--- src/noc_pkg.sv ---
// shared flit, link and port types for the spidergon NoC routers and their testbench
package noc_pkg;

	// payload bits carried by every flit
	localparam int flit_data_width = 16;

	// node address width, enough for up to 16 nodes
	localparam int node_id_width = 4;

	// where the address fields sit inside a head or single flit payload
	localparam int dest_lsb = flit_data_width - node_id_width;
	localparam int src_lsb = dest_lsb - node_id_width;

	// number of router ports, three links plus local
	localparam int num_ports = 4;

	typedef enum logic [1:0] {
		kind_tail   = 2'b00,
		kind_head   = 2'b01,
		kind_body   = 2'b10,
		kind_single = 2'b11
	} flit_kind_e;

	typedef struct packed {
		flit_kind_e                 kind;
		logic [flit_data_width-1:0] payload;
	} flit_t;

	// what a sender drives onto one link in one cycle
	typedef struct packed {
		logic  valid;
		flit_t flit;
	} link_t;

	typedef enum logic [1:0] {
		port_anti_clockwise = 2'd0,
		port_clockwise      = 2'd1,
		port_across         = 2'd2,
		port_local          = 2'd3
	} port_e;

	// head and single flits open a packet
	function automatic logic starts_packet(input flit_kind_e kind);
		return (kind == kind_head) || (kind == kind_single);
	endfunction

	// tail and single flits close a packet and free the output port
	function automatic logic ends_packet(input flit_kind_e kind);
		return (kind == kind_tail) || (kind == kind_single);
	endfunction

endpackage
--- src/spidergon_top.sv ---
// spidergon NoC top: builds the node ring with across links and exposes local inject and eject
`timescale 1ns/1ps

module spidergon_top #(
	parameter int num_nodes = 8,
	parameter int buffer_depth = 2
) (
	input  logic                            clk,
	input  logic                            reset,
	input  noc_pkg::link_t [num_nodes-1:0] inject,
	output logic [num_nodes-1:0]            inject_ready,
	output noc_pkg::link_t [num_nodes-1:0] eject,
	input  logic [num_nodes-1:0]            eject_ready
);

	noc_pkg::link_t [noc_pkg::num_ports-1:0] node_in [num_nodes];
	noc_pkg::link_t [noc_pkg::num_ports-1:0] node_out [num_nodes];
	logic [noc_pkg::num_ports-1:0] node_in_ready [num_nodes];
	logic [noc_pkg::num_ports-1:0] node_out_ready [num_nodes];

	for (genvar n = 0; n < num_nodes; n++)
	begin : g_node
		localparam int cw = (n + 1) % num_nodes;
		localparam int acw = (n + num_nodes - 1) % num_nodes;
		localparam int acr = (n + num_nodes / 2) % num_nodes;

		// ordered local, across, clockwise, anti-clockwise to match port_e
		assign node_in[n] = {
			inject[n],
			node_out[acr][noc_pkg::port_across],
			node_out[cw][noc_pkg::port_anti_clockwise],
			node_out[acw][noc_pkg::port_clockwise]
		};

		// ready comes back from whichever input the link lands on
		assign node_out_ready[n] = {
			eject_ready[n],
			node_in_ready[acr][noc_pkg::port_across],
			node_in_ready[cw][noc_pkg::port_anti_clockwise],
			node_in_ready[acw][noc_pkg::port_clockwise]
		};

		assign inject_ready[n] = node_in_ready[n][noc_pkg::port_local];
		assign eject[n] = node_out[n][noc_pkg::port_local];

		spidergon_node #(
			.num_nodes(num_nodes),
			.node_id(n),
			.buffer_depth(buffer_depth)
		) u_spidergon_node (
			.clk(clk),
			.reset(reset),
			.in_links(node_in[n]),
			.in_ready(node_in_ready[n]),
			.out_links(node_out[n]),
			.out_ready(node_out_ready[n])
		);
	end

endmodule

--- src/spidergon_node.sv ---
// one spidergon router with four buffered inputs and four packet-locked outputs
`timescale 1ns/1ps

module spidergon_node #(
	parameter int num_nodes = 8,
	parameter int node_id = 0,
	parameter int buffer_depth = 2
) (
	input  logic                                     clk,
	input  logic                                     reset,
	input  noc_pkg::link_t [noc_pkg::num_ports-1:0] in_links,
	output logic [noc_pkg::num_ports-1:0]            in_ready,
	output noc_pkg::link_t [noc_pkg::num_ports-1:0] out_links,
	input  logic [noc_pkg::num_ports-1:0]            out_ready
);

	// buffer fronts of all inputs, seen by every arbiter
	noc_pkg::link_t [noc_pkg::num_ports-1:0] heads;
	noc_pkg::port_e want [noc_pkg::num_ports];

	// indexed [output][input]
	logic [noc_pkg::num_ports-1:0] req [noc_pkg::num_ports];
	logic [noc_pkg::num_ports-1:0] grant [noc_pkg::num_ports];

	logic [noc_pkg::num_ports-1:0] pop;

	for (genvar p = 0; p < noc_pkg::num_ports; p++)
	begin : g_input
		input_port #(
			.num_nodes(num_nodes),
			.node_id(node_id),
			.buffer_depth(buffer_depth)
		) u_input_port (
			.clk(clk),
			.reset(reset),
			.in_link(in_links[p]),
			.ready(in_ready[p]),
			.head_link(heads[p]),
			.want(want[p]),
			.pop(pop[p])
		);
	end

	// each input requests exactly the output its route names
	always_comb
	begin
		for (int o = 0; o < noc_pkg::num_ports; o++)
		begin
			for (int i = 0; i < noc_pkg::num_ports; i++)
				req[o][i] = heads[i].valid && (want[i] == noc_pkg::port_e'(o));
		end
	end

	// an input is served by at most one output per cycle
	always_comb
	begin
		pop = '0;
		for (int o = 0; o < noc_pkg::num_ports; o++)
			pop = pop | grant[o];
	end

	for (genvar o = 0; o < noc_pkg::num_ports; o++)
	begin : g_output
		output_arbiter u_output_arbiter (
			.clk(clk),
			.reset(reset),
			.req(req[o]),
			.heads(heads),
			.grant(grant[o]),
			.out_link(out_links[o]),
			.out_ready(out_ready[o])
		);
	end

endmodule

--- src/output_arbiter.sv ---
// round-robin arbiter and mux for one router output, locked to an input for a whole packet
`timescale 1ns/1ps

module output_arbiter (
	input  logic                                     clk,
	input  logic                                     reset,
	input  logic [noc_pkg::num_ports-1:0]            req,
	input  noc_pkg::link_t [noc_pkg::num_ports-1:0] heads,
	output logic [noc_pkg::num_ports-1:0]            grant,
	output noc_pkg::link_t                           out_link,
	input  logic                                     out_ready
);

	logic locked;
	logic [1:0] owner;
	logic [1:0] last;
	logic [1:0] pick;
	logic [1:0] scan;
	logic [1:0] sel;
	logic found;
	logic fire;

	// search starts at the input after the previous winner
	always_comb
	begin
		found = 1'b0;
		pick = last;
		scan = last;
		for (int off = 1; off <= noc_pkg::num_ports; off++)
		begin
			scan = last + 2'(off);
			if (!found && req[scan] && heads[scan].valid &&
				noc_pkg::starts_packet(heads[scan].flit.kind))
			begin
				found = 1'b1;
				pick = scan;
			end
		end
	end

	always_comb
	begin
		sel = locked ? owner : pick;
		out_link.flit = heads[sel].flit;
		out_link.valid = locked ? (req[owner] && heads[owner].valid) : found;
		fire = out_link.valid && out_ready;
		grant = fire ? (4'b0001 << sel) : 4'b0000;
	end

	// a presented head holds the port even when stalled, so valid and flit stay stable
	always_ff @(posedge clk)
	begin
		if (reset)
		begin
			locked <= 1'b0;
			owner <= 2'd0;
			last <= 2'd3;
		end
		else if (out_link.valid)
		begin
			owner <= sel;
			locked <= !(fire && noc_pkg::ends_packet(out_link.flit.kind));
			if (!locked)
				last <= sel;
		end
	end

endmodule

--- src/input_port.sv ---
// flit buffer for one router input link, also holds the packet route and drives ready
`timescale 1ns/1ps

module input_port #(
	parameter int num_nodes = 8,
	parameter int node_id = 0,
	parameter int buffer_depth = 2
) (
	input  logic           clk,
	input  logic           reset,
	input  noc_pkg::link_t in_link,
	output logic           ready,
	output noc_pkg::link_t head_link,
	output noc_pkg::port_e want,
	input  logic           pop
);

	localparam int ptr_width = (buffer_depth > 1) ? $clog2(buffer_depth) : 1;
	localparam int count_width = $clog2(buffer_depth + 1);
	localparam logic [ptr_width-1:0] last_slot = ptr_width'(buffer_depth - 1);
	localparam logic [count_width-1:0] full_count = count_width'(buffer_depth);

	noc_pkg::flit_t mem [buffer_depth];
	logic [ptr_width-1:0] rd_ptr;
	logic [ptr_width-1:0] wr_ptr;
	logic [count_width-1:0] count;
	logic push;
	logic take;
	noc_pkg::port_e decoded_port;
	noc_pkg::port_e held_port;

	function automatic logic [ptr_width-1:0] next_ptr(input logic [ptr_width-1:0] ptr);
		return (ptr == last_slot) ? '0 : ptr + 1'b1;
	endfunction

	// on/off flow control, only registered occupancy is looked at
	assign ready = (count != full_count);
	assign push = in_link.valid && ready;
	assign take = pop && head_link.valid;

	assign head_link.valid = (count != '0);
	assign head_link.flit = mem[rd_ptr];

	route_compute #(
		.num_nodes(num_nodes),
		.node_id(node_id)
	) u_route_compute (
		.head(head_link.flit),
		.out_port(decoded_port)
	);

	// head decides the route, the rest of the packet follows the held one
	assign want = noc_pkg::starts_packet(head_link.flit.kind) ? decoded_port : held_port;

	always_ff @(posedge clk)
	begin
		if (push)
			mem[wr_ptr] <= in_link.flit;
	end

	always_ff @(posedge clk)
	begin
		if (reset)
		begin
			rd_ptr <= '0;
			wr_ptr <= '0;
			count <= '0;
			held_port <= noc_pkg::port_local;
		end
		else
		begin
			if (push)
				wr_ptr <= next_ptr(wr_ptr);
			if (take)
				rd_ptr <= next_ptr(rd_ptr);

			case ({push, take})
				2'b10: count <= count + 1'b1;
				2'b01: count <= count - 1'b1;
				default: count <= count;
			endcase

			if (take && noc_pkg::starts_packet(head_link.flit.kind))
				held_port <= decoded_port;
		end
	end

endmodule

--- src/route_compute.sv ---
// across-first spidergon routing decision for a head flit at one node
`timescale 1ns/1ps

module route_compute #(
	parameter int num_nodes = 8,
	parameter int node_id = 0
) (
	input  noc_pkg::flit_t head,
	output noc_pkg::port_e out_port
);

	// two extra bits so dest + num_nodes - node_id never overflows
	localparam int rel_width = noc_pkg::node_id_width + 2;
	localparam logic [rel_width-1:0] nodes_w = rel_width'(num_nodes);
	localparam logic [rel_width-1:0] quarter_w = rel_width'(num_nodes / 4);
	localparam logic [rel_width-1:0] offset_w = rel_width'(num_nodes - node_id);

	logic [noc_pkg::node_id_width-1:0] dest;
	logic [rel_width-1:0] diff;
	logic [rel_width-1:0] rel;

	always_comb
	begin
		dest = head.payload[noc_pkg::dest_lsb +: noc_pkg::node_id_width];
		diff = rel_width'(dest) + offset_w;

		// distance going clockwise, modulo the ring size
		rel = (diff >= nodes_w) ? diff - nodes_w : diff;

		if (rel == '0)
			out_port = noc_pkg::port_local;
		else if (rel <= quarter_w)
			out_port = noc_pkg::port_clockwise;
		else if (rel >= nodes_w - quarter_w)
			out_port = noc_pkg::port_anti_clockwise;
		else
			// far side of the ring, cross once and then walk at most a quarter
			out_port = noc_pkg::port_across;
	end

endmodule

--- config.mk ---
export PLATFORM = sky130hd
export DESIGN_NAME = spidergon_top
export DESIGN_NICKNAME = d
export VERILOG_FILES = /design/src/noc_pkg.sv /design/src/spidergon_top.sv /design/src/spidergon_node.sv /design/src/output_arbiter.sv /design/src/input_port.sv /design/src/route_compute.sv
export SDC_FILE = /design/constraint.sdc
export NUM_CORES = 2
export LEC_CHECK = 0
export BUFFER_PORTS_ARGS = -buffer_cell sky130_fd_sc_hd__buf_2
export CAP_MARGIN = 30
export CELL_PAD_IN_SITES_DETAIL_PLACEMENT = 0
export CELL_PAD_IN_SITES_GLOBAL_PLACEMENT = 1
export CORE_MARGIN = 2
export CORE_UTILIZATION = 46
export DETAILED_ROUTE_END_ITERATION = 10
export PLACE_DENSITY = 0.83
export SYNTH_ARGS = -nofsm -noshare
export SYNTH_HDL_FRONTEND = slang
export SYNTH_HIERARCHICAL = 1
export SYNTH_SLANG_ARGS = --single-unit
export TNS_END_PERCENT = 1
--- constraint.sdc ---
create_clock -name clk -period 6.3 [get_ports clk]
set_input_delay 1.26 -clock clk [delete_from_list [all_inputs] [get_ports clk]]
set_output_delay 1.26 -clock clk [all_outputs]
set_load 0.02 [all_outputs]
==> impl_metrics.ini <==
[cells_and_area]
fill_cells = 18400
fin_cells = 13100
nets = 10500
drive_gt1_frac = 0.261
area_delta_synth_final_pct = 15.4
final_cell_mix = 1331 x nand2_1, 1152 x edfxtp_1, 565 x mux2_2
final_common_cell = nand2_1

[floorplanning]
dieArea_mm2 = 0.218
die_x_um = 467
core_mm2 = 0.213
die_h_um = 467
rows = 169
io_pins = 322
start_util = 0.464

[grt]
grt_pass1_vias = 75900
grt_max_degree = 117
grt.total_usage = 0.301
grt_pass1_wl_um = 495000
grt_antenna_before_repair = 23
overflow = 0

[synth]
synth-async-reset-ratio = 0
synth_warnings = 6
postSynthCellCount = 9640
ys_seq_elements = 1536
synth_ff_type = edfxtp_1
syn_nets = 9974
synth_enable_flop_cells = 1152
ys_seq_area_frac = 0.429
postSynthAreaPerCell_um2 = 10.2
netlist_area_mm2 = 0.0986
yosysTopAreaCellShare = 0.351
synth_top_area_cell = edfxtp_1
ys_top_cells_by_area = edfxtp_1 35%, dfxtp_1 7.8%, mux2_2 7.3%
ys_types = 94

[min_path]
min_path_type = reg -> reg

[clock_tree]
cts_max_path_buffers = 3
path_clk_slew_ns = 0.06
cts_tree = yes
clock-sinks = 1536
htreeDepth = 4
cts-root-buf = clkbuf_16
hold_buffers = 0
clock_latency_ns = 0.85
cts_made_buffers = 169

[detailed_routing]
drt_wl_total_um = 341000
initialDrtViolationCount = 9704
wl_per_cell_um = 26.0
first_pass_iters = 7
avgViaCountPerCell = 6.28
drcViolationCount = 0
drtAntennaViolNets = 0
vias = 82400

[pwr]
swShare = 0.308
power.switching_mw = 8.71
power.internal_mw = 19.6
ir_drop_mv = 0.318
clkPwrFrac = 0.361
p_leak_nw = 40.2
combPwrFrac = 0.227
p_total_mw = 28.3
powerDensity_mw_per_mm2 = 249
share_seq_of_total_power = 0.411

[sta]
fin_worst_hold_slack_ns = 0.456
report.final.slew_viol_count = 0
skew_ns = 0.0453
fmax_ghz = 0.149
fin_ws_ns = -0.393
setup_viol = 108
rsz0062_at_grt = yes
hold_viol = 0
slew_headroom = 0.236
period_minus_slack_ns = 6.69
tightest_slew_ns = 1.13
fin_crit_sh = 1.06

[status]
status = finished, violations left
violations = setup timing

[critical_path]
path_max_fanout = 4
required_ns = 5.04
critPathKind = reg -> out
crit_path_end = eject[66]
reg2reg_depth = 19
critPathCaptureType = primary output
r2r_setup_slack_ns = 0.15
cp.arrival_ns = 5.43
startpoint_type = flip-flop

[placement]
port_buffers = 321
place.gp.congestion = 1.02
dpl.cell_count = 12600
post-dp-hpwl_um = 254000

[flow_run]
drv_cap = 0
## area by class of cell
type	instances	area, um^2	share of cell area
Multi-Input combinational cell	7285	54200	0.476
Inverter	281	1070	0.00937
Antenna cell	12	30.0	0.000264
Clock buffer	206	4560	0.0401
Timing Repair Buffer	857	6810	0.0599
Clock inverter	111	1180	0.0104
Tap cell	2821	3530	0.0310
Sequential cell	1536	42400	0.373
## cell families after synthesis
kind of cell    count (synthesis)  share of synthesized area
compound gates               2488                      0.191
xor+xnor                      257                     0.0241
fa+ha+maj                     172                     0.0218
buf+inv                       819                     0.0494
flops                        1536                      0.429
mux                           827                     0.0938
simple gates                 3541                      0.190
## registers in the layout (all words and copies together) (netlist names), named ones only
register and cells:
g_node.u_spidergon_node/g_input.u_input_port/wr_ptr 32, g_node.u_spidergon_node/g_input.u_input_port/held_port 64, g_node.u_spidergon_node/g_output.u_output_arbiter/last 64, g_node.u_spidergon_node/g_input.u_input_port/rd_ptr 32, g_node.u_spidergon_node/g_input.u_input_port/mem 1152, g_node.u_spidergon_node/g_input.u_input_port/count 64
g_node.u_spidergon_node/g_output.u_output_arbiter/locked 32, g_node.u_spidergon_node/g_output.u_output_arbiter/owner 64
## stage by stage
stage	util	worst slack (ns)	area, um^2	setup TNS (ns)
global route	0.535	-0.592	114000	-50.78
floorplan	-	0.0192	98600	0
CTS	0.527	-0.422	112000	-30.73
finish	0.535	-0.393	114000	-29.76
global placement	0.485	-0.0761	103000	-0.0761
detailed placement	0.485	-0.0834	103000	-0.0857
## worst max-delay path: stages, from the launching register on
cell	delay, ns
dfxtp_4	0.36
buf_6	0.12
mux2_4	0.32
a21oi_4	0.15
xnor2_2	0.13
inv_1	0.08
ha_2	0.18
or4_4	0.50
a311o_1	0.36
a32o_2	0.27
mux2_4	0.28
and3_4	0.19
nand3_4	0.09
nor2_4	0.05
a211oi_2	0.26
buf_4	0.17
nor2_2	0.04
a21boi_2	0.17
buf_12	0.13
buf_12	0.10
buf_6	0.09
nand2_2	0.06
a31oi_4	0.32
buf_6	0.17
## routing by layer
| layer | vias up | routed length, um | GRT usage |
|---|---|---|---|
| met5 | - | 85 | 0 |
| met4 | 14 | 20800 | 0.162 |
| met3 | 705 | 32400 | 0.0591 |
| met2 | 3845 | 149000 | 0.455 |
| met1 | 40400 | 139000 | 0.406 |
| li1 | 37400 | - | - |
## cells in the mapped netlist, types with 40 or more instances
library cell,count
nand3_2,67
inv_1,277
and3_1,225
nand3b_1,40
and3b_1,64
xor2_1,109
o21ai_1,52
o31a_1,47
a31oi_1,577
nand2_1,1342
a21oi_1,241
o21a_1,62
o21ai_0,184
nand4_1,78
o211ai_1,83
mux2i_1,149
buf_2,189
and2b_1,97
xnor2_1,132
or3_1,68
mux2_2,640
a211oi_1,564
nand3_1,120
nor3b_1,104
a32o_1,40
nor3_1,194
buf_6,191
nor2_1,390
o2bb2ai_1,65
ha_1,172
nor2b_1,412
edfxtp_1,1152
nand2b_1,75
clkbuf_1,93
a211o_1,65
dfxtp_1,384
and2_1,63
a211oi_2,62
## power groups by stage
| stage | Sequential, mW | Combinational (mW) | Clock, mW |
|---|---|---|---|
| floorplan | 11.7 | 3.55 | 0 |
| global placement | 11.9 | 5.54 | 0 |
| detailed placement | 11.9 | 5.65 | 0 |
| CTS | 11.7 | 6.08 | 10.4 |
| global route | 11.7 | 6.72 | 10.8 |
| finish | 11.7 | 6.44 | 10.2 |
## what timing repair did
item,in CTS,in global routing
endpoints found under the setup margin,125,163
setup buffers,63,51
pin swaps,68,80
cloned,19,1
resized for setup,506,244
## worst min path at each step
stage	cells after the start	slack, ns	end	start
2_1_floorplan	1	0.43	flip-flop	flip-flop
3_3_place_gp	1	0.44	flip-flop	flip-flop
3_5_place_dp	1	0.44	flip-flop	flip-flop
4_1_cts	1	0.46	flip-flop	flip-flop
5_1_grt	1	0.47	flip-flop	flip-flop
6_report	1	0.46	flip-flop	flip-flop
Note: power is estimated with default switching activity, not from simulation.
